File: config.mk
export PLATFORM = sky130hd
export DESIGN_NAME = r_tracker
export DESIGN_NICKNAME = d
export VERILOG_FILES = /design/src/verilog/axi_rd_pkg.sv /design/src/verilog/r_tracker.sv
export VERILOG_INCLUDE_DIRS = /design/src /design/src/verilog
export SDC_FILE = /design/constraint.sdc
export NUM_CORES = 1
export LEC_CHECK = 0
export ABC_AREA = 1
export BUFFER_PORTS_ARGS = -buffer_cell sky130_fd_sc_hd__buf_2
export CAP_MARGIN = 20
export CORE_MARGIN = 5
export CORE_UTILIZATION = 43
export CTS_CLUSTER_SIZE = 40
export DETAILED_ROUTE_END_ITERATION = 8
export HOLD_SLACK_MARGIN = 0.02
export PLACE_DENSITY_LB_ADDON = 0.12
export SYNTH_ARGS = -nofsm -noshare
export SYNTH_HDL_FRONTEND = slang
export SYNTH_SLANG_ARGS = --single-unit
export TNS_END_PERCENT = 1
File: constraint.sdc
create_clock -name aclk -period 1.81 [get_ports aclk]
set_input_delay 0.0905 -clock aclk [delete_from_list [all_inputs] [get_ports aclk]]
set_output_delay 0.0905 -clock aclk [all_outputs]
set_load 0.05 [all_outputs]
File: src/verilog/axi_rd_macros.svh
// Width and sizing constants for the AXI4 read master
// Included by the package and by every block that needs a size

`ifndef AXI_RD_MACROS_SVH
`define AXI_RD_MACROS_SVH

// Bus and command widths
`define AXI_RD_ADDR_W           64
`define AXI_RD_DATA_W           32
`define AXI_RD_XFER_W           32

// One beat of data
`define AXI_RD_DW_BYTES         (`AXI_RD_DATA_W / 8)
`define AXI_RD_LOG_DW_BYTES     $clog2(`AXI_RD_DW_BYTES)

// AXI protocol burst limits
`define AXI_RD_MAX_BURST_LEN    256
`define AXI_RD_MAX_BURST_BYTES  4096

// Full burst, limited by beat count or by the 4 KB boundary
`define AXI_RD_BURST_LEN        (((`AXI_RD_MAX_BURST_BYTES / `AXI_RD_DW_BYTES) < \
                                  `AXI_RD_MAX_BURST_LEN) ? \
                                 (`AXI_RD_MAX_BURST_BYTES / `AXI_RD_DW_BYTES) : \
                                 `AXI_RD_MAX_BURST_LEN)
`define AXI_RD_LOG_BURST_LEN    $clog2(`AXI_RD_BURST_LEN)
`define AXI_RD_BURST_BYTES      (`AXI_RD_BURST_LEN * `AXI_RD_DW_BYTES)

// Bursts in flight
`define AXI_RD_MAX_OUTSTANDING  4

// Holds every burst in flight, rounded to a power of two
`define AXI_RD_FIFO_DEPTH       (2 ** $clog2(`AXI_RD_BURST_LEN * `AXI_RD_MAX_OUTSTANDING))

`endif
File: src/verilog/axi_rd_pkg.sv
// Shared types of the AXI4 read master
// Command, AR request, R/stream beat, burst plan and issuer states

`default_nettype none

`include "axi_rd_macros.svh"

package axi_rd_pkg;

  // Start command, size in bytes
  typedef struct packed {
    logic [`AXI_RD_ADDR_W-1:0] addr;
    logic [`AXI_RD_XFER_W-1:0] xfer_size;
  } xfer_cmd_t;

  // Reduced AR channel payload, len is beats minus one
  typedef struct packed {
    logic [`AXI_RD_ADDR_W-1:0] addr;
    logic [7:0]                len;
  } ar_req_t;

  // One data beat, shared by the R channel and the stream
  typedef struct packed {
    logic                      last;
    logic [`AXI_RD_DATA_W-1:0] data;
  } r_beat_t;

  // Burst split of one command
  typedef struct packed {
    logic [`AXI_RD_ADDR_W-1:0]                                           base_addr;
    logic [`AXI_RD_XFER_W-`AXI_RD_LOG_DW_BYTES-`AXI_RD_LOG_BURST_LEN-1:0] num_bursts;
    logic [`AXI_RD_LOG_BURST_LEN-1:0]                                    final_len;
  } burst_plan_t;

  // Address issuer FSM
  typedef enum logic [1:0] {
    AR_IDLE,
    AR_WAIT_SLOT,
    AR_VALID
  } ar_state_t;

endpackage

`default_nettype wire

File: src/verilog/r_tracker.sv
// Tracks completed bursts on the R channel
// One-cycle done after the last beat of the final burst

`timescale 1ns/1ps
`default_nettype none

module r_tracker (
  input  wire                      aclk,
  input  wire                      areset,
  input  wire                      start,
  input  wire axi_rd_pkg::burst_plan_t plan,
  input  wire                      rvalid,
  input  wire                      rlast,
  output logic                     done
);

  // Bursts still expected, zero means the final one
  logic [$bits(plan.num_bursts)-1:0] bursts_left;

  // Burst end on the R channel
  logic                             burst_end;

  assign burst_end = rvalid & rlast;

  always_ff @(posedge aclk) begin
    if (areset) begin
      bursts_left <= '0;
    end else if (start) begin
      bursts_left <= plan.num_bursts;
    end else if (burst_end) begin
      bursts_left <= bursts_left - 1'b1;
    end
  end

  // Registered pulse, high the cycle after the final last beat
  always_ff @(posedge aclk) begin
    if (areset) begin
      done <= 1'b0;
    end else begin
      done <= burst_end & (bursts_left == '0);
    end
  end

endmodule

`default_nettype wire

==> impl_metrics.py <==
metrics = {
    "outcome": {
        "run_status": "complete, no violations",
    },
    "grt": {
        "number_of_global_route_vias_before_repair": 1505,
        "overflow": 0,
        "grt_use_total": 0.164,
        "antenna_found_initial": 0,
        "largest_net_degree_at_the_start_of_global_routing": 23,
        "grt_first_pass_wirelength_um": 6830,
    },
    "setup_path": {
        "timing.critical_path.arrival_ps": 1610,
        "worstSetupEndpointType": "register",
        "critical_path.max_stage_delay_ps": 320,
        "setup.worst_path.class": "register to register",
        "cp.required_ps": 1990,
        "crit_path_cell_trace": "inv_2 > ha_1 > nand2_4 > nor2_8 > nand3_2 > a21oi_1 > o21ai_1 > nand2_1 > inv_1",
        "worst_path_max_delay_cell": "dfxtp_1",
        "setup.worst_path.start_class": "register",
        "timing.critical_path.fanout_max": 7,
    },
    "hold_path": {
        "worst_hold_path_type": "input port to register",
    },
    "cells_and_area": {
        "finalNetCount": 397,
        "area.growth.synth_to_final_pct": 14.2,
        "highest_count_cells_in_the_layout_ignoring_fill_and_taps": "nand2_1, inv_1, nor2_1",
        "layoutNonFillerInstCount": 344,
        "most_frequent_standard_cell_in_the_layout_excluding_fill_and_tap_cells": "nand2_1",
        "final_area_um2": 1900,
        "core_occupancy_in_the_finished_layout": 0.510,
        "count_of_antenna_diodes_in_the_layout": 0,
        "drive_gt1_frac": 0.213,
    },
    "sta": {
        "setup_ws_post_layout_ps": 377,
        "max_slew_margin": 0.697,
        "finalSetupViolCount": 0,
        "rsz0062_at_grt": "false",
        "worst_slew_pin_slew_ps": 455,
        "fin_crit_sh": 0.792,
        "finalMaxSlewViolations": 0,
        "timing.setup.tns_ps": 0,
        "clock.fmax_ghz": 0.698,
        "hold_viol_final": 0,
        "clock-skew-final_ps": 2.65,
        "timing.final.crit_period_ps": 1430,
    },
    "clocking": {
        "cts-resized-gates": 0,
        "hold_buffers_post_cts": 0,
        "cts-root-buf": "clkbuf_8",
        "cts_setup_buffers": 0,
        "numCtsBuffers": 3,
        "clockBufferDepth": 2,
        "numClockSinks": 23,
        "tritoncts": "built",
        "htreeDepth": 1,
        "clkTransAtPathRegs_ps": 90,
        "clock_insertion_delay_worst_skew_ps": 270,
    },
    "routing": {
        "routed-via-count": 1661,
        "routed_wirelength_um": 4100,
        "drt_first_iter_violations": 95,
        "detail_route.vias_per_cell": 4.83,
        "detail_route.wl_per_cell_um": 11.9,
        "detailedRoute.firstPassIterationCount": 4,
        "ant_nets": 0,
        "detail_route.drc_violations": 0,
    },
    "placed_design": {
        "post_dp_cell_area_um2": 1850,
        "final_hpwl_from_detailed_placement_um": 3100,
        "gp_congestion": 0.854,
        "portBuffers": 27,
        "dp_slack_ps": 385,
        "numPlacedInstances": 340,
    },
    "yosys": {
        "yosys-top-cells-area": "dfxtp_1, nand2_1, inv_1",
        "synth-seq-cells": 23,
        "ys_warn_count": 0,
        "netlist_area_um2": 1660,
        "synth_flop_cell": "dfxtp_1",
        "synth-async-reset-ratio": 0,
        "synth_edf_count": 0,
        "synth.avg_cell_area_um2": 6.20,
        "yosysTopAreaCell": "dfxtp_1",
        "post_synth_inst_count": 268,
        "ys_types": 31,
        "synth_sequential_area_ratio": 0.277,
        "synth.top_cell.area_share": 0.277,
        "synthesis.nets": 368,
    },
    "floorplanning": {
        "die_h_um": 72.2,
        "floorplan.die.width_um": 72.2,
        "die_area_um2": 5210,
        "floorplan.rows": 22,
        "pin_count": 100,
        "core_um2": 3720,
        "floorplan.initialDensity": 0.447,
    },
    "power_and_ir_drop": {
        "power_density_nw_per_um2": 705,
        "max-vdd-ir-drop_mv": 0.449,
        "cellLeakagePower_nw": 0.931,
    },
    "flow_run": {
        "drv_cap": 0,
    },
}
[Yosys cell counts (2+ instances only)]
master and count:
nand3_1 21, nand2_1 78, nor2_4 3, a31oi_1 6, a21oi_1 15, inv_1 34
clkbuf_1 3, nor2_8 3, nand2_4 3, dfxtp_1 23, nand3_2 2, nand2_2 3
nor2_2 7, xor2_1 2, nor2_1 30, nand4_1 5, o21ai_0 13, inv_2 4
[logic make-up (layout without fill, tap and decap cells)]
group | count (synthesis) | count (layout) | share of synthesized area
buffers and inverters | 44 | 72 | 0.103
adder cells (fa/ha/maj) | 1 | 1 | 0.00753
AND/OR/NAND/NOR | 158 | 158 | 0.466
AO/OA/AOI/OAI | 39 | 39 | 0.130
XOR/XNOR | 3 | 3 | 0.0158
flip-flops | 23 | 23 | 0.277
[flip-flops by register name, summed over array words and instances, names as in the netlist]
signal	cells
bursts_left	22
done	1
[per-layer routing]
metal / global-route usage / share of wire / wire (um) / up-vias
li1: - / - / - / 910
met1: 0.236 / 0.51 / 2090 / 710
met2: 0.261 / 0.43 / 1760 / 39
met3: 0.0291 / 0.055 / 224 / 2
met4: 0.0251 / 0.0049 / 20 / 0
met5: 0 / 0 / 0 / -
[stage by stage]
stage                     hold WS, ps  power (mW)
after global routing             94.3        1.42
after CTS                        81.0        1.34
after global placement            367        1.00
after detailed placement          372        1.01
after floorplan                   254       0.905
final                            83.3        1.34
[critical path: cells and delay by family, from the launching register on]
kind | cells | cell delay [ps]
simple gates | 4 | 450
flops | 1 | 320
fa+ha+maj | 1 | 270
compound gates | 2 | 190
buf+inv | 2 | 120
[final timing paths]
| path | endpoint | slack, ps | startpoint | depth (start not counted) |
|---|---|---|---|---|
| worst max-delay path | bursts_left[10]$_SDFFE_PP0P_ | 380 | bursts_left[0]$_SDFFE_PP0P_ | 9 |
| worst min-delay path | bursts_left[4]$_SDFFE_PP0P_ | 80 | plan[12] | 3 |
| worst max register to register | bursts_left[10]$_SDFFE_PP0P_ | 380 | bursts_left[0]$_SDFFE_PP0P_ | 9 |
| worst min register to register | bursts_left[0]$_SDFFE_PP0P_ | 510 | bursts_left[0]$_SDFFE_PP0P_ | 2 |
[power breakdown]
group	switching, mW	total [mW]	internal [mW]
sequential	0.0401	0.579	0.539
combinational	0.268	0.418	0.151
clock	0.185	0.339	0.154
total	0.493	1.34	0.844
[area by class of cell]
type / instances / area [um2]
multi-input cells: 201 / 1030
clock inverters: 1 / 5.00
well taps: 48 / 60.1
clock buffers: 3 / 41.3
flip-flops and latches: 23 / 460
fillers: 400 / 1820
inverters: 38 / 143
repair buffers: 30 / 158
(Power assumes the default switching activity.)
