--- config.mk ---
export PLATFORM = sky130hd
export DESIGN_NAME = ar_issuer
export DESIGN_NICKNAME = d
export VERILOG_FILES = /design/src/verilog/axi_rd_pkg.sv /design/src/verilog/ar_issuer.sv
export VERILOG_INCLUDE_DIRS = /design/src /design/src/verilog
export SDC_FILE = /design/constraint.sdc
export NUM_CORES = 1
export LEC_CHECK = 0
export BUFFER_PORTS_ARGS = -buffer_cell sky130_fd_sc_hd__buf_2
export CELL_PAD_IN_SITES_DETAIL_PLACEMENT = 0
export CELL_PAD_IN_SITES_GLOBAL_PLACEMENT = 1
export CORE_AREA = 2 2 116 118
export CTS_BUF_LIST = sky130_fd_sc_hd__clkbuf_4 sky130_fd_sc_hd__clkbuf_8
export DETAILED_ROUTE_END_ITERATION = 16
export DIE_AREA = 0 0 118 120
export HOLD_SLACK_MARGIN = 0.05
export PLACE_DENSITY_LB_ADDON = 0.05
export SYNTH_ARGS = -nofsm -noshare
export SYNTH_HDL_FRONTEND = slang
export SYNTH_SLANG_ARGS = --single-unit
--- constraint.sdc ---
create_clock -name aclk -period 4.09 [get_ports aclk]
set_input_delay 0.409 -clock aclk [delete_from_list [all_inputs] [get_ports aclk]]
set_output_delay 0.409 -clock aclk [all_outputs]
set_load 0.005 [all_outputs]
--- src/verilog/axi_rd_macros.svh ---
// Width and sizing constants for the AXI4 read master
// Included by the package and by every block that needs a size

`ifndef AXI_RD_MACROS_SVH
`define AXI_RD_MACROS_SVH

// Bus and command widths
`define AXI_RD_ADDR_W           64
`define AXI_RD_DATA_W           32
`define AXI_RD_XFER_W           32

// One beat of data
`define AXI_RD_DW_BYTES         (`AXI_RD_DATA_W / 8)
`define AXI_RD_LOG_DW_BYTES     $clog2(`AXI_RD_DW_BYTES)

// AXI protocol burst limits
`define AXI_RD_MAX_BURST_LEN    256
`define AXI_RD_MAX_BURST_BYTES  4096

// Full burst, limited by beat count or by the 4 KB boundary
`define AXI_RD_BURST_LEN        (((`AXI_RD_MAX_BURST_BYTES / `AXI_RD_DW_BYTES) < \
                                  `AXI_RD_MAX_BURST_LEN) ? \
                                 (`AXI_RD_MAX_BURST_BYTES / `AXI_RD_DW_BYTES) : \
                                 `AXI_RD_MAX_BURST_LEN)
`define AXI_RD_LOG_BURST_LEN    $clog2(`AXI_RD_BURST_LEN)
`define AXI_RD_BURST_BYTES      (`AXI_RD_BURST_LEN * `AXI_RD_DW_BYTES)

// Bursts in flight
`define AXI_RD_MAX_OUTSTANDING  4

// Holds every burst in flight, rounded to a power of two
`define AXI_RD_FIFO_DEPTH       (2 ** $clog2(`AXI_RD_BURST_LEN * `AXI_RD_MAX_OUTSTANDING))

`endif
--- src/verilog/axi_rd_pkg.sv ---
// Shared types of the AXI4 read master
// Command, AR request, R/stream beat, burst plan and issuer states

`default_nettype none

`include "axi_rd_macros.svh"

package axi_rd_pkg;

  // Start command, size in bytes
  typedef struct packed {
    logic [`AXI_RD_ADDR_W-1:0] addr;
    logic [`AXI_RD_XFER_W-1:0] xfer_size;
  } xfer_cmd_t;

  // Reduced AR channel payload, len is beats minus one
  typedef struct packed {
    logic [`AXI_RD_ADDR_W-1:0] addr;
    logic [7:0]                len;
  } ar_req_t;

  // One data beat, shared by the R channel and the stream
  typedef struct packed {
    logic                      last;
    logic [`AXI_RD_DATA_W-1:0] data;
  } r_beat_t;

  // Burst split of one command
  typedef struct packed {
    logic [`AXI_RD_ADDR_W-1:0]                                           base_addr;
    logic [`AXI_RD_XFER_W-`AXI_RD_LOG_DW_BYTES-`AXI_RD_LOG_BURST_LEN-1:0] num_bursts;
    logic [`AXI_RD_LOG_BURST_LEN-1:0]                                    final_len;
  } burst_plan_t;

  // Address issuer FSM
  typedef enum logic [1:0] {
    AR_IDLE,
    AR_WAIT_SLOT,
    AR_VALID
  } ar_state_t;

endpackage

`default_nettype wire

--- src/verilog/ar_issuer.sv ---
// AR channel driver of the read master
// Steps through the burst plan, one request per free buffer slot
// Slots return when a burst's last beat leaves the buffer

`timescale 1ns/1ps
`default_nettype none

`include "axi_rd_macros.svh"

module ar_issuer (
  input  wire                      aclk,
  input  wire                      areset,
  input  wire                      start,
  input  wire axi_rd_pkg::burst_plan_t plan,
  input  wire                      burst_drained,
  output logic                     arvalid,
  input  wire                      arready,
  output axi_rd_pkg::ar_req_t      ar
);

  import axi_rd_pkg::*;

  localparam int SLOT_W = $clog2(`AXI_RD_MAX_OUTSTANDING + 1);
  localparam logic [SLOT_W-1:0] SLOTS_INIT = `AXI_RD_MAX_OUTSTANDING;

  ar_state_t                        state;
  ar_state_t                        state_next;

  // Current burst address
  logic [`AXI_RD_ADDR_W-1:0]        addr_r;

  // Bursts still to issue, zero means the current one is the last
  logic [$bits(plan.num_bursts)-1:0] bursts_left;
  logic                             final_burst;

  // Buffer slots not yet claimed by an issued burst
  logic [SLOT_W-1:0]                free_slots;
  logic                             slot_free;

  logic                             arxfer;

  assign arxfer      = arvalid & arready;
  assign final_burst = (bursts_left == '0);
  assign slot_free   = (free_slots != '0);

  //////////////////////////////////////////////////
  // FSM
  //////////////////////////////////////////////////

  always_comb begin
    state_next = state;
    case (state)
      AR_IDLE: begin
        if (start) begin
          state_next = slot_free ? AR_VALID : AR_WAIT_SLOT;
        end
      end
      AR_WAIT_SLOT: begin
        if (slot_free) begin
          state_next = AR_VALID;
        end
      end
      AR_VALID: begin
        // Hold until accepted, then one idle cycle before the next request
        if (arready) begin
          state_next = final_burst ? AR_IDLE : AR_WAIT_SLOT;
        end
      end
      default: state_next = AR_IDLE;
    endcase
  end

  always_ff @(posedge aclk) begin
    if (areset) begin
      state <= AR_IDLE;
    end else begin
      state <= state_next;
    end
  end

  assign arvalid = (state == AR_VALID);

  //////////////////////////////////////////////////
  // Address and burst count
  //////////////////////////////////////////////////

  always_ff @(posedge aclk) begin
    if (start) begin
      addr_r <= plan.base_addr;
    end else if (arxfer) begin
      addr_r <= addr_r + `AXI_RD_BURST_BYTES;
    end
  end

  always_ff @(posedge aclk) begin
    if (areset) begin
      bursts_left <= '0;
    end else if (start) begin
      bursts_left <= plan.num_bursts;
    end else if (arxfer) begin
      bursts_left <= bursts_left - 1'b1;
    end
  end

  // Claimed on acceptance, released on drain
  always_ff @(posedge aclk) begin
    if (areset) begin
      free_slots <= SLOTS_INIT;
    end else begin
      case ({burst_drained, arxfer})
        2'b10:   free_slots <= free_slots + 1'b1;
        2'b01:   free_slots <= free_slots - 1'b1;
        default: free_slots <= free_slots;
      endcase
    end
  end

  // Full bursts except the last one
  assign ar.addr = addr_r;
  assign ar.len  = final_burst ? plan.final_len : 8'(`AXI_RD_BURST_LEN - 1);

endmodule

`default_nettype wire

==> run summary <==
=================================================================================
Setup TNS                                                                    0 ns
Overall overflow remaining after global route                                   0
Area of the multi-input gates                                           2660 um^2
Total count of max-transition violations in the final report                    0
FF-to-FF Start                                                         addr_r[10]
CP Data Arrival Time                                                      2.41 ns
Final Critical Period                                                     2.82 ns
Wire length after detailed routing                                       13800 um
Per-cell routed wire length                                               15.3 um
Final worst clock skew                                                  0.0110 ns
Share of post-route cells with drive strength above 1                       28.9%
Post-Place Setup Slack                                                    1.48 ns
Proportion of synthesized chip area in sequential cells                     46.6%
Diodes inserted                                                                 0
Highest net fanout along the worst path                                         9
Data required time at the worst endpoint                                  3.68 ns
Power density normalized to cell area                                 341 nW/um^2
Final count of hold timing violations                                           0
Final HPWL DP                                                            10100 um
Overall Global Routing Usage                                                19.8%
Leading cell type in the layout, fill and taps excluded              sky130_fd_sc_hd__buf_2
Die area                                                               14200 um^2
Worst min-delay path category                                        primary input to flip-flop
Number of nets in the synthesized netlist                                     668
Total CTS buffers                                                               9
Outcome                                                              finished, final reports clean
Number of DRC markers in iteration 0                                          290
Startpoint types                                                        flip-flop
Number of vias after detailed routing                                        4744
Cts repair resizes                                                              0
Count of port buffers added during placement                                  171
Synth cell types                                                               53
TritonCTS Sinks                                                                91
Total of hold buffers inserted after clock tree synthesis                       0
Number of nets with antenna violations after detailed routing                   0
Post-CTS Setup Inserts                                                          0
DIE WIDTH                                                                  118 um
Final weighted congestion in routability-driven placement                   0.803
Count of pins on the block boundary                                           172
Number of global-route vias before repair                                    4603
DRC violation count after routing                                               0
Post-synthesis instance area                                            5290 um^2
Crit path launch                                                     bursts_left[15]
Pleak                                                                  0.00242 uW
Clock buffer depth                                                              2
Top library cells by usage in the layout, fill and taps aside        sky130_fd_sc_hd__buf_2, sky130_fd_sc_hd__edfxtp_1, sky130_fd_sc_hd__nand2_1
Wire length of the first global-routing pass                             22300 um
Largest net degree at the start of global routing                              96
Most used flip-flop cell after synthesis                             sky130_fd_sc_hd__edfxtp_1
Unrepaired setup endpoints after global routing                             false
Avg Inst Size Synth                                                     9.38 um^2
Slew of the pin with the lowest slew margin                               1.06 ns
Setup ws final                                                            1.27 ns
Via density per instance                                                     5.25
Vertical die dimension                                                     120 um
Yosys synthesis warning count                                                   0
Worst slew margin relative to its limit                                     29.4%
Number of synthesized flops with an enable pin                                 64
Cells taking the most area after synthesis                           sky130_fd_sc_hd__edfxtp_1, sky130_fd_sc_hd__dfxtp_1, sky130_fd_sc_hd__xnor2_1, sky130_fd_sc_hd__o21ai_0, sky130_fd_sc_hd__nand2_1
Area growth from synthesis to layout                                        22.6%
Initial antenna violation count                                                 1
Tcrit/Tclk final                                                            68.9%
CTS clock-pin slew for the worst setup and hold paths                     0.09 ns
Maximum achievable frequency                                              355 MHz
Max-capacitance violation count                                                 0
Latest clock arrival within the worst-skew pair                           0.36 ns
Number of storage elements in the synthesis netlist                            91
Clk root buf                                                         sky130_fd_sc_hd__clkbuf_8
Library cell occupying the most area in the post-synthesis netlist   sky130_fd_sc_hd__edfxtp_1
First-pass DRT Iterations                                                       4
Crit Path Class                                                      flip-flop to primary output
Effective utilization at floorplan                                          40.7%
Register Area                                                           2460 um^2
Area of the core                                                       13000 um^2
Async S/R FF share, synth                                                      0%
Type of destination of the critical path                             primary output
Min-delay src                                                            plan[10]
CTS tree                                                                      yes
Gate count after technology mapping                                           564
Level count of the clock H-tree                                                 3
# fillers                                                                    1340
Number of failing setup endpoints in the final timing report                    0
Area share of the leading cell type in the synthesized netlist              36.3%
Number of nets at the end of the flow                                         826
Floorplan row count                                                            42
Highest ir drop seen on vdd                                              0.185 mV
=================================================================================
## final cells by class
| type | count | area share (%) |
|---|---|---|
| Clock buffer | 10 | 2.03 |
| Clock inverter | 6 | 1.23 |
| Inverter | 15 | 0.868 |
| Multi-Input combinational cell | 431 | 41.0 |
| Sequential cell | 91 | 38.0 |
| Tap cell | 176 | 3.40 |
| Timing Repair Buffer | 174 | 13.5 |
## kinds of logic (layout without fill, tap and decap cells)
family                   Yosys count  after routing  synth area share, %
AND/OR/NAND/NOR                  267            267                 28.0
AO/OA/AOI/OAI                     98             98                 10.6
flip-flops                        91             91                 46.6
XOR/XNOR                          57             57                 9.44
buffers and inverters             42            205                 3.19
adder cells (fa/ha/maj)            5              5                 1.33
multiplexers                       4              4                0.805
## path summary, 6_finish.rpt
check,to,slack (ns),cells after the start
setup / recovery,ar[5],1.27,5
setup reg to reg,addr_r[56],1.52,6
hold / removal,bursts_left[2],0.27,3
hold reg to reg,free_slots[1],0.54,2
## where the power goes
part	leakage [uW]	switching (uW)	internal, uW	total [uW]
logic	0.00146	194	174	368
clock network	0.000105	322	346	668
registers	0.000856	91.7	1080	1180
## worst max-delay path: stages (launching register included)
cell and delay [ns]:
sky130_fd_sc_hd__dfxtp_1 0.36, sky130_fd_sc_hd__or4_4 0.55, sky130_fd_sc_hd__or3_4 0.38, sky130_fd_sc_hd__nor3_4 0.38, sky130_fd_sc_hd__or2b_1 0.26, sky130_fd_sc_hd__buf_2 0.12
## metal layers
metal | track usage [%] | part of all wire (%) | wire length (um)
met1 | 26.0 | 45 | 6190
met2 | 31.2 | 47 | 6410
met3 | 5.42 | 6.9 | 953
met4 | 7.53 | 1.5 | 209
met5 | 0 | 0.12 | 16
## per-stage QoR
| step | instances | area [um^2] | hold slack, ns | utilization, % | total power [uW] |
|---|---|---|---|---|---|
| 4_1_cts | 903 | 6480 | 0.256 | 50.0 | 2240 |
| 3_3_place_gp | 887 | 6270 | 0.498 | 48.3 | 1560 |
| 5_1_grt | 903 | 6480 | 0.261 | 50.0 | 2330 |
| 2_1_floorplan | 564 | 5290 | 0.478 | - | 1400 |
| 3_5_place_dp | 887 | 6270 | 0.525 | 48.3 | 1570 |
| 6_report | 903 | 6480 | 0.272 | 50.0 | 2210 |
## synth_stat cells, types with 2 or more instances
library cell and instances:
sky130_fd_sc_hd__a211oi_1 10, sky130_fd_sc_hd__a21oi_1 13, sky130_fd_sc_hd__a31oi_1 16, sky130_fd_sc_hd__and2_1 10
sky130_fd_sc_hd__and3_1 8, sky130_fd_sc_hd__and4_1 5, sky130_fd_sc_hd__buf_1 3, sky130_fd_sc_hd__buf_2 2
sky130_fd_sc_hd__clkbuf_1 20, sky130_fd_sc_hd__dfxtp_1 27, sky130_fd_sc_hd__edfxtp_1 64, sky130_fd_sc_hd__ha_1 4
sky130_fd_sc_hd__inv_1 13, sky130_fd_sc_hd__mux2_2 2, sky130_fd_sc_hd__mux2i_1 2, sky130_fd_sc_hd__nand2_1 63
sky130_fd_sc_hd__nand2b_1 8, sky130_fd_sc_hd__nand3_1 20, sky130_fd_sc_hd__nand3_4 2, sky130_fd_sc_hd__nand3b_1 2
sky130_fd_sc_hd__nand4_1 26, sky130_fd_sc_hd__nand4b_1 2, sky130_fd_sc_hd__nor2_1 49, sky130_fd_sc_hd__nor3_1 17
sky130_fd_sc_hd__nor3_2 3, sky130_fd_sc_hd__nor3_4 2, sky130_fd_sc_hd__nor4_1 15, sky130_fd_sc_hd__o21ai_0 50
sky130_fd_sc_hd__o31ai_1 6, sky130_fd_sc_hd__or2_2 3, sky130_fd_sc_hd__or3_1 14, sky130_fd_sc_hd__or3_4 2
sky130_fd_sc_hd__or4_1 6, sky130_fd_sc_hd__xnor2_1 42, sky130_fd_sc_hd__xor2_1 15
## sequential cells by signal (all words and copies together), names as in the netlist
signal,count
state,2
free_slots,3
addr_r,64
bursts_left,22
Power figures use the tool's default switching activity.
