### src/verilog/axi_rd_macros.svh
// Width and sizing constants for the AXI4 read master
// Included by the package and by every block that needs a size

`ifndef AXI_RD_MACROS_SVH
`define AXI_RD_MACROS_SVH

// Bus and command widths
`define AXI_RD_ADDR_W           64
`define AXI_RD_DATA_W           32
`define AXI_RD_XFER_W           32

// One beat of data
`define AXI_RD_DW_BYTES         (`AXI_RD_DATA_W / 8)
`define AXI_RD_LOG_DW_BYTES     $clog2(`AXI_RD_DW_BYTES)

// AXI protocol burst limits
`define AXI_RD_MAX_BURST_LEN    256
`define AXI_RD_MAX_BURST_BYTES  4096

// Full burst, limited by beat count or by the 4 KB boundary
`define AXI_RD_BURST_LEN        (((`AXI_RD_MAX_BURST_BYTES / `AXI_RD_DW_BYTES) < \
                                  `AXI_RD_MAX_BURST_LEN) ? \
                                 (`AXI_RD_MAX_BURST_BYTES / `AXI_RD_DW_BYTES) : \
                                 `AXI_RD_MAX_BURST_LEN)
`define AXI_RD_LOG_BURST_LEN    $clog2(`AXI_RD_BURST_LEN)
`define AXI_RD_BURST_BYTES      (`AXI_RD_BURST_LEN * `AXI_RD_DW_BYTES)

// Bursts in flight
`define AXI_RD_MAX_OUTSTANDING  4

// Holds every burst in flight, rounded to a power of two
`define AXI_RD_FIFO_DEPTH       (2 ** $clog2(`AXI_RD_BURST_LEN * `AXI_RD_MAX_OUTSTANDING))

`endif
### src/verilog/axi_rd_pkg.sv
// Shared types of the AXI4 read master
// Command, AR request, R/stream beat, burst plan and issuer states

`default_nettype none

`include "axi_rd_macros.svh"

package axi_rd_pkg;

  // Start command, size in bytes
  typedef struct packed {
    logic [`AXI_RD_ADDR_W-1:0] addr;
    logic [`AXI_RD_XFER_W-1:0] xfer_size;
  } xfer_cmd_t;

  // Reduced AR channel payload, len is beats minus one
  typedef struct packed {
    logic [`AXI_RD_ADDR_W-1:0] addr;
    logic [7:0]                len;
  } ar_req_t;

  // One data beat, shared by the R channel and the stream
  typedef struct packed {
    logic                      last;
    logic [`AXI_RD_DATA_W-1:0] data;
  } r_beat_t;

  // Burst split of one command
  typedef struct packed {
    logic [`AXI_RD_ADDR_W-1:0]                                           base_addr;
    logic [`AXI_RD_XFER_W-`AXI_RD_LOG_DW_BYTES-`AXI_RD_LOG_BURST_LEN-1:0] num_bursts;
    logic [`AXI_RD_LOG_BURST_LEN-1:0]                                    final_len;
  } burst_plan_t;

  // Address issuer FSM
  typedef enum logic [1:0] {
    AR_IDLE,
    AR_WAIT_SLOT,
    AR_VALID
  } ar_state_t;

endpackage

`default_nettype wire

### src/verilog/rd_cmd_setup.sv
// Turns a start command into a burst plan
// Two register stages, plan and start pulse come out together

`timescale 1ns/1ps
`default_nettype none

`include "axi_rd_macros.svh"

module rd_cmd_setup (
  input  wire                     aclk,
  input  wire                     areset,
  input  wire                     ctrl_start,
  input  wire axi_rd_pkg::xfer_cmd_t ctrl_cmd,
  output logic                    start,
  output axi_rd_pkg::burst_plan_t plan
);

  localparam int LOG_DW      = `AXI_RD_LOG_DW_BYTES;
  localparam int LOG_BL      = `AXI_RD_LOG_BURST_LEN;
  localparam int TOTAL_LEN_W = `AXI_RD_XFER_W - LOG_DW;
  localparam logic [`AXI_RD_ADDR_W-1:0] ADDR_MASK = `AXI_RD_BURST_BYTES - 1;

  // Start pipeline
  logic                      start_d1;

  // First stage, beats minus one and aligned base
  logic [TOTAL_LEN_W-1:0]    total_len_r;
  logic [`AXI_RD_ADDR_W-1:0] base_addr_r;

  // Size has bytes beyond the last whole word
  logic                      partial_word;

  assign partial_word = |ctrl_cmd.xfer_size[LOG_DW-1:0];

  always_ff @(posedge aclk) begin
    if (areset) begin
      start_d1 <= 1'b0;
      start    <= 1'b0;
    end else begin
      start_d1 <= ctrl_start;
      start    <= start_d1;
    end
  end

  //////////////////////////////////////////////////
  // Stage 1 on the start edge
  //////////////////////////////////////////////////

  always_ff @(posedge aclk) begin
    if (ctrl_start) begin
      // A partial word adds one beat, which cancels the minus one
      total_len_r <= partial_word ? ctrl_cmd.xfer_size[LOG_DW +: TOTAL_LEN_W]
                                  : ctrl_cmd.xfer_size[LOG_DW +: TOTAL_LEN_W] - 1'b1;
      // Down to a full-burst boundary
      base_addr_r <= ctrl_cmd.addr & ~ADDR_MASK;
    end
  end

  //////////////////////////////////////////////////
  // Stage 2 splits the length into bursts
  //////////////////////////////////////////////////

  always_ff @(posedge aclk) begin
    if (start_d1) begin
      plan.base_addr  <= base_addr_r;
      // Upper bits count full bursts minus one
      plan.num_bursts <= total_len_r[LOG_BL +: TOTAL_LEN_W-LOG_BL];
      // Low bits are the len of the last burst
      plan.final_len  <= total_len_r[LOG_BL-1:0];
    end
  end

endmodule

`default_nettype wire

### config.mk
export PLATFORM = sky130hd
export DESIGN_NAME = rd_cmd_setup
export DESIGN_NICKNAME = d
export VERILOG_FILES = /design/src/verilog/axi_rd_pkg.sv /design/src/verilog/rd_cmd_setup.sv
export VERILOG_INCLUDE_DIRS = /design/src /design/src/verilog
export SDC_FILE = /design/constraint.sdc
export NUM_CORES = 1
export LEC_CHECK = 0
export BUFFER_PORTS_ARGS = -buffer_cell sky130_fd_sc_hd__buf_2
export CAP_MARGIN = 5
export CORE_MARGIN = 3
export CORE_UTILIZATION = 54
export CTS_CLUSTER_DIAMETER = 150
export DETAILED_ROUTE_END_ITERATION = 7
export HOLD_SLACK_MARGIN = 0.08
export PLACE_DENSITY = 0.85
export SLEW_MARGIN = 20
export SYNTH_ARGS = -nofsm -noshare
export SYNTH_HDL_FRONTEND = slang
export SYNTH_SLANG_ARGS = --single-unit
export TNS_END_PERCENT = 50
### constraint.sdc
create_clock -name aclk -period 7.1 [get_ports aclk]
set_input_delay 1.065 -clock aclk [delete_from_list [all_inputs] [get_ports aclk]]
set_output_delay 1.065 -clock aclk [all_outputs]
set_load 0.01 [all_outputs]
==> results of run 1 <==
[stage by stage]
stage / hold WS (ns) / area, sq um
4_1_cts: 0.415 / 7430
2_1_floorplan: 0.400 / 5870
5_1_grt: 0.421 / 7460
3_5_place_dp: 0.405 / 6840
6_report: 0.417 / 7460
3_3_place_gp: 0.401 / 6840
[report_power, final]
part           internal (W)  leakage [nW]  total (W)  switching, W
clock network      0.000538         0.275   0.000905      0.000368
logic             0.0000504         0.935   0.000126     0.0000754
registers           0.00119          1.63    0.00122     0.0000239
total               0.00178          2.84    0.00225      0.000467
[routing by layer]
metal  routed length, um  global-route usage (%)  vias up  share of wire [%]
li1                    -                       -     1429                  -
met1                4350                    21.7     1482                 38
met2                5730                    32.0      158                 50
met3                1190                    6.87       15                 10
met4                 180                    6.23        0                1.6
met5                   0                       0        -                  0
[cell type report]
type,count,share of cell area (%)
clock buffers,18,5.60
clock inverters,14,2.28
inverters,2,0.101
multi-input cells,101,9.46
flip-flops and latches,170,68.2
well taps,136,2.28
repair buffers,174,12.0
[worst max path at each step]
| stage | to | slack (ns) | cells after the start |
|---|---|---|---|
| after global placement | total_len_r[10]$_DFFE_PP_ | 3.93 | 7 |
| after detailed placement | total_len_r[10]$_DFFE_PP_ | 3.79 | 7 |
| after global routing | total_len_r[10]$_DFFE_PP_ | 4.16 | 7 |
| after floorplan | total_len_r[10]$_DFFE_PP_ | 4.34 | 6 |
| after CTS | total_len_r[10]$_DFFE_PP_ | 4.34 | 7 |
| final | total_len_r[10]$_DFFE_PP_ | 4.32 | 7 |
[worst max-delay path: stages]
cell      delay (ns)
buf_2           0.12
inv_1           0.10
ha_1            0.19
nor4b_2         0.83
nand2b_4        0.14
or4_1           0.46
xnor2_1         0.14
[registers in the layout, indices dropped and copies added (netlist names)]
name	count
plan	84
base_addr_r	54
total_len_r	30
start	1
start_d1	1
[layout by cell type, fill, tap and decap left out, types with 2 or more instances in the layout]
cell        Yosys  final
nor2b_1         3      3
or4_1           4      4
or3_1           4      4
buf_2           0    172
xor2_1          5      5
bufinv_16       0      3
nand3b_1        2      2
nand2_1         7      7
xnor2_1        22     22
nor4_4          2      2
clkbuf_16       0     16
nand4b_1        2      2
conb_1          1     10
or4_4           2      2
clkinv_1        0      2
clkinvlp_4      0      4
nand4_1         6      6
nand3_1         5      5
nand2b_1        2      2
inv_1           2      2
edfxtp_1      168    168
inv_6           0      2
nor3_1          5      5
nor2_1         11     11
[kinds of logic (layout without fill, tap and decap cells)]
family | Yosys count | count (layout) | share of synthesized area, %
xor+xnor | 27 | 27 | 4.05
flops | 170 | 170 | 87.1
other cells | 1 | 10 | 0.0642
fa+ha+maj | 1 | 1 | 0.214
compound gates | 2 | 2 | 0.236
buf+inv | 12 | 208 | 1.41
simple gates | 61 | 61 | 6.94
==> impl_metrics.env, run 1 <==
export IMPL_drv_slew=0
export IMPL_final_cells=615
export IMPL_crit_type="primary input to flip-flop"
export IMPL_rsz0062_at_grt="false"
export IMPL_cts_tree="yes"
export IMPL_wl_per_cell_um=18.6
export IMPL_outcome="finished, final reports clean"
export IMPL_area_delta_synth_final_pct=27.7
export IMPL_synth_cell_types=29
export IMPL_synth_edf_count=168
export IMPL_synth_common_cells="168 x edfxtp_1, 22 x xnor2_1, 11 x nor2_1"
export IMPL_die_area_sq_mm=0.0121
export IMPL_netlist_area_leader_share_pct=86.4
export IMPL_drive_gt1_share_pct=44.3
export IMPL_clockRootBuffer="clkbuf_8"
export IMPL_critical_path_endpoint_type="flip-flop"
export IMPL_vias=3084
export IMPL_fillers=636
export IMPL_dpl_hpwl_mm=7.79
export IMPL_drv_cap=0
export IMPL_critPathLaunchType="primary input"
export IMPL_setup_ws_ns=4.32
export IMPL_die_w_um=110
export IMPL_synth_top_flop_cell="edfxtp_1"
export IMPL_final_min_clock_period_ns=2.78
export IMPL_port_buffers=173
export IMPL_die_h_um=110
export IMPL_clock_fmax_mhz=359
export IMPL_synth_avg_cell_area_sq_um=21.3
export IMPL_hold_viol_final=0
export IMPL_r2r_slack_ns=5.85
export IMPL_setup_tns_ns=0
export IMPL_ioPinCount=194
export IMPL_dp_cells=582
export IMPL_cts_buffers=17
export IMPL_ff2ff_path_depth=1
export IMPL_yosys_cell_count_top_type="edfxtp_1"
export IMPL_seq_area_frac_synth_pct=87.1
export IMPL_hold_start="base_addr_r[51]$_DFFE_PP_"
export IMPL_cts_setup_buffers=0
export IMPL_drt_iter0_drc=167
export IMPL_r2r_end="plan[8]$_DFFE_PP_"
export IMPL_viasPerCell=5.01
export IMPL_p_leak_nw=2.84
export IMPL_drc=0
export IMPL_ir_drop_mv=0.181
export IMPL_register_area_sq_mm=0.00509
export IMPL_initial_core_util_pct=56.1
export IMPL_cp_arrival_ns=3.05
export IMPL_multiInputGateArea_sq_um=706
export IMPL_slew_headroom_pct=30.2
export IMPL_grt_usage_pct=18.6
export IMPL_cts_sinks=170
export IMPL_fp_coreArea_sq_mm=0.0104
export IMPL_dp_slack_ns=3.79
export IMPL_synth_largest_area_cell="edfxtp_1"
export IMPL_antenna_cells=0
export IMPL_firstDrtPassIters=4
export IMPL_htreeDepth=4
export IMPL_worst_pin_slew_ns=1.05
export IMPL_ys_warnings_count=0
export IMPL_fin_util_pct=71.6
export IMPL_required_ns=7.36
export IMPL_holdPathStages=0
export IMPL_overflow=0
export IMPL_clkTransAtPathRegs_ns=0.07
export IMPL_nNetsFinal=566
export IMPL_fp_row_count=37
export IMPL_holdBufCountCts=0
export IMPL_path_max_fanout=8
export IMPL_min_to="plan[81]$_DFFE_PP_"
export IMPL_synth_cells=274
export IMPL_cts_resized_gates=0
export IMPL_antenna_found_initial=0
export IMPL_cellPowerDensity_mw_per_mm2=301
export IMPL_r2r_start="start_d1$_SDFF_PP0_"
export IMPL_grt_pass1_vias=2932
export IMPL_grt_pass1_wl_mm=16.0
export IMPL_gp_congestion=0.736
export IMPL_synthTopCellsByArea="edfxtp_1 86%, xnor2_1 3.3%, buf_4 1.3%"
export IMPL_cts_max_path_buffers=2
export IMPL_synth_seq_cells=170
export IMPL_async_flop_share_pct=0
export IMPL_route_final_wire_length_mm=11.4
export IMPL_final_min_period_over_clock_period_pct=39.2
export IMPL_grt_max_degree=86
export IMPL_drtAntennaViolNets=0
export IMPL_insertion_delay_ns=0.51
export IMPL_power_total_w=0.00225
export IMPL_crit_path_start="ctrl_cmd[2]"
export IMPL_netlist_area_sq_mm=0.00584
export IMPL_finalSetupViolCount=0
export IMPL_finClkSkew_ns=0.0117
export IMPL_hp_class="flip-flop to flip-flop"
Power figures use the tool's default switching activity.
==> run 2, diff against run 1 <==
--- a/config.mk
+++ b/config.mk
@@ -9,11 +9,11 @@
 export BUFFER_PORTS_ARGS = -buffer_cell sky130_fd_sc_hd__buf_2
 export CAP_MARGIN = 5
 export CORE_MARGIN = 3
-export CORE_UTILIZATION = 54
+export CORE_UTILIZATION = 50
 export CTS_CLUSTER_DIAMETER = 150
 export DETAILED_ROUTE_END_ITERATION = 7
 export HOLD_SLACK_MARGIN = 0.08
-export PLACE_DENSITY = 0.85
+export PLACE_DENSITY = 0.79
 export SLEW_MARGIN = 20
 export SYNTH_ARGS = -nofsm -noshare
 export SYNTH_HDL_FRONTEND = slang
==> constraint.sdc (replaced) <==
create_clock -name aclk -period 2.8 [get_ports aclk]
set_input_delay 0.42 -clock aclk [delete_from_list [all_inputs] [get_ports aclk]]
set_output_delay 0.42 -clock aclk [all_outputs]
set_load 0.01 [all_outputs]
==> run 2 against run 1 <==
  * Routed wire length is 4.9% lower
  * Clock power grew to 2.7 times the previous value
  * Cell count is 0.98% higher
  * Critical path depth is 2 lower
  * Via count is 0.62% lower
  * Die area is 7.6% higher
  * Hold slack worse by 0.24 ns
  * Non-clock buffer count is 2 higher
  * Worst setup slack worse by 3.4 ns
  * Sequential cell count stayed put
  * Critical endpoint is now total_len_r[25]$_DFFE_PP_
  * Highest routed layer unchanged
==> impl_metrics.env, run 2 (synthesized netlist as in run 1, its figures left out) <==
export IMPL_route_final_wire_length_mm=10.9
export IMPL_internal_power_w=0.00467
export IMPL_cp_slowest_stage_delay_ns=0.59
export IMPL_antenna_cells=0
export IMPL_grt_pass1_wl_mm=16.5
export IMPL_fp_coreArea_sq_mm=0.0111
export IMPL_antenna_found_initial=0
export IMPL_finClkSkew_ns=0.00733
export IMPL_p_comb_share_pct=5.5
export IMPL_finalSetupViolCount=0
export IMPL_hold_viol_final=0
export IMPL_grt_pass1_vias=3106
export IMPL_clockRootBuffer="clkbuf_16"
export IMPL_drc=0
export IMPL_worst_pin_slew_ns=0.515
export IMPL_register_area_sq_mm=0.00509
export IMPL_viasPerCell=4.94
export IMPL_path_cells="buf_2 > or4_4 > nor4_4 > nand4b_1 > xnor2_1"
export IMPL_grt_use_met2_pct=28.3
export IMPL_min_to="base_addr_r[36]$_DFFE_PP_"
export IMPL_fillers=744
export IMPL_holdPathStages=1
export IMPL_path_max_fanout=9
export IMPL_swShare_pct=19.4
export IMPL_area_delta_synth_final_pct=28.6
export IMPL_dpl_hpwl_mm=7.66
export IMPL_slowest_stage="or4_4"
export IMPL_grt_busiest_layer="met2"
export IMPL_die_area_sq_mm=0.0130
export IMPL_cts_tree="yes"
export IMPL_multiInputGateArea_sq_um=706
export IMPL_grt_max_degree=86
export IMPL_crit_buf_inv=1
export IMPL_outcome="finished, final reports clean"
export IMPL_drive_gt1_share_pct=44.5
export IMPL_seqPwrFrac_pct=53.2
export IMPL_crit_type="primary input to flip-flop"
export IMPL_cts_setup_buffers=0
export IMPL_slew_headroom_pct=65.4
export IMPL_final_common_cell="buf_2"
export IMPL_hold_start="ctrl_cmd[68]"
export IMPL_ir_drop_mv=0.699
export IMPL_insertion_delay_ns=0.41
export IMPL_r2r_end="plan[23]$_DFFE_PP_"
export IMPL_required_ns=2.97
export IMPL_holdBufCountCts=0
export IMPL_drtAntennaViolNets=0
export IMPL_drv_slew=0
export IMPL_power_frac_clock_pct=41.4
export IMPL_cellPowerDensity_mw_per_mm2=772
export IMPL_clkTransAtPathRegs_ns=0.06
export IMPL_largest_reg_flops=84
export IMPL_overflow=0
export IMPL_clock_fmax_mhz=527
export IMPL_htreeDepth=4
export IMPL_switching_power_w=0.00113
export IMPL_cts_resized_gates=0
export IMPL_cp_top_family="simple AND/OR/NAND/NOR gates"
export IMPL_drv_cap=0
export IMPL_hold_slack_ns=0.180
export IMPL_initial_core_util_pct=52.5
export IMPL_largest_registers="plan: 84 flops, base_addr_r: 54 flops, total_len_r: 30 flops"
export IMPL_cts_max_path_buffers=2
export IMPL_firstDrtPassIters=4
export IMPL_gp_congestion=0.774
export IMPL_critical_path_endpoint_type="flip-flop"
export IMPL_grt_use_met3_pct=6.92
export IMPL_die_w_um=114
export IMPL_rsz0062_at_grt="false"
export IMPL_nNetsFinal=568
export IMPL_final_cell_mix="172 x buf_2, 168 x edfxtp_1, 22 x xnor2_1"
export IMPL_final_min_period_over_clock_period_pct=67.8
export IMPL_wl_per_cell_um=17.5
export IMPL_final_min_clock_period_ns=1.90
export IMPL_largest_register="plan"
export IMPL_met1_usage_pct=20.0
export IMPL_critPathLaunchType="primary input"
export IMPL_cp_arrival_ns=2.07
export IMPL_r2r_start="start_d1$_SDFF_PP0_"
export IMPL_drt_iter0_drc=178
export IMPL_cts_buffers=17
export IMPL_fp_row_count=38
export IMPL_setup_tns_ns=0
export IMPL_hp_class="primary input to flip-flop"
export IMPL_p_leak_nw=2.87
export IMPL_vias=3065
export IMPL_grt_usage_pct=17.2
export IMPL_die_h_um=114
export IMPL_ff2ff_path_depth=1
export IMPL_r2r_slack_ns=1.52
export IMPL_port_buffers=173
export IMPL_ioPinCount=194
export IMPL_cts_sinks=170
-- run 2: cell types whose count changed in the layout (fill, tap and decap cells not counted), sizes merged --
cell	previous run	this run
clkbuf	18	21
buf	174	176
clkinvlp	4	2
bufinv	3	4
clkinv	4	3
inv	5	4
-- run 2: worst max path at each step --
stage                                   start                         to  slack [ns]  cells after the start
after floorplan           start_d1$_SDFF_PP0_          plan[0]$_DFFE_PP_        0.23                      0
after global placement            ctrl_cmd[8]  total_len_r[29]$_DFFE_PP_        0.50                      5
after detailed placement          ctrl_cmd[8]  total_len_r[29]$_DFFE_PP_        0.47                      5
after CTS                         ctrl_cmd[8]  total_len_r[29]$_DFFE_PP_        0.91                      5
after global routing              ctrl_cmd[8]  total_len_r[29]$_DFFE_PP_        0.84                      5
final                             ctrl_cmd[8]  total_len_r[25]$_DFFE_PP_        0.90                      5
-- run 2: cell type report --
class                      instances  area share (%)
timing repair buffer             176            12.2
clock buffer                      21            6.00
tap                              140            2.33
multi-input combinational        101            9.40
sequential                       170            67.7
clock inverter                    11            2.23
inverter                           2           0.100
-- run 2: per-stage QoR --
stage	utilization [%]	cell area (sq um)	worst slack (ns)	total power, W	std cells
after global routing	67.5	7510	0.836	0.00601	621
after detailed placement	62.0	6890	0.473	0.00346	589
after global placement	62.0	6890	0.500	0.00343	589
after floorplan	-	5870	0.231	0.00324	283
after CTS	67.5	7510	0.915	0.00586	621
final	67.5	7510	0.901	0.00580	621
-- run 2: routing by layer --
layer / share of wire [%] / routed length [um]
met1: 38 / 4180
met2: 50 / 5450
met3: 9.5 / 1040
met4: 1.9 / 202
met5: 0 / 0
-- run 2: power by group through the flow --
stage	sequential (W)	clock, W	combinational, W
detailed placement	0.00314	0	0.000320
global route	0.00310	0.00256	0.000345
CTS	0.00309	0.00245	0.000322
finish	0.00308	0.00240	0.000318
global placement	0.00312	0	0.000311
floorplan	0.00319	0	0.0000529
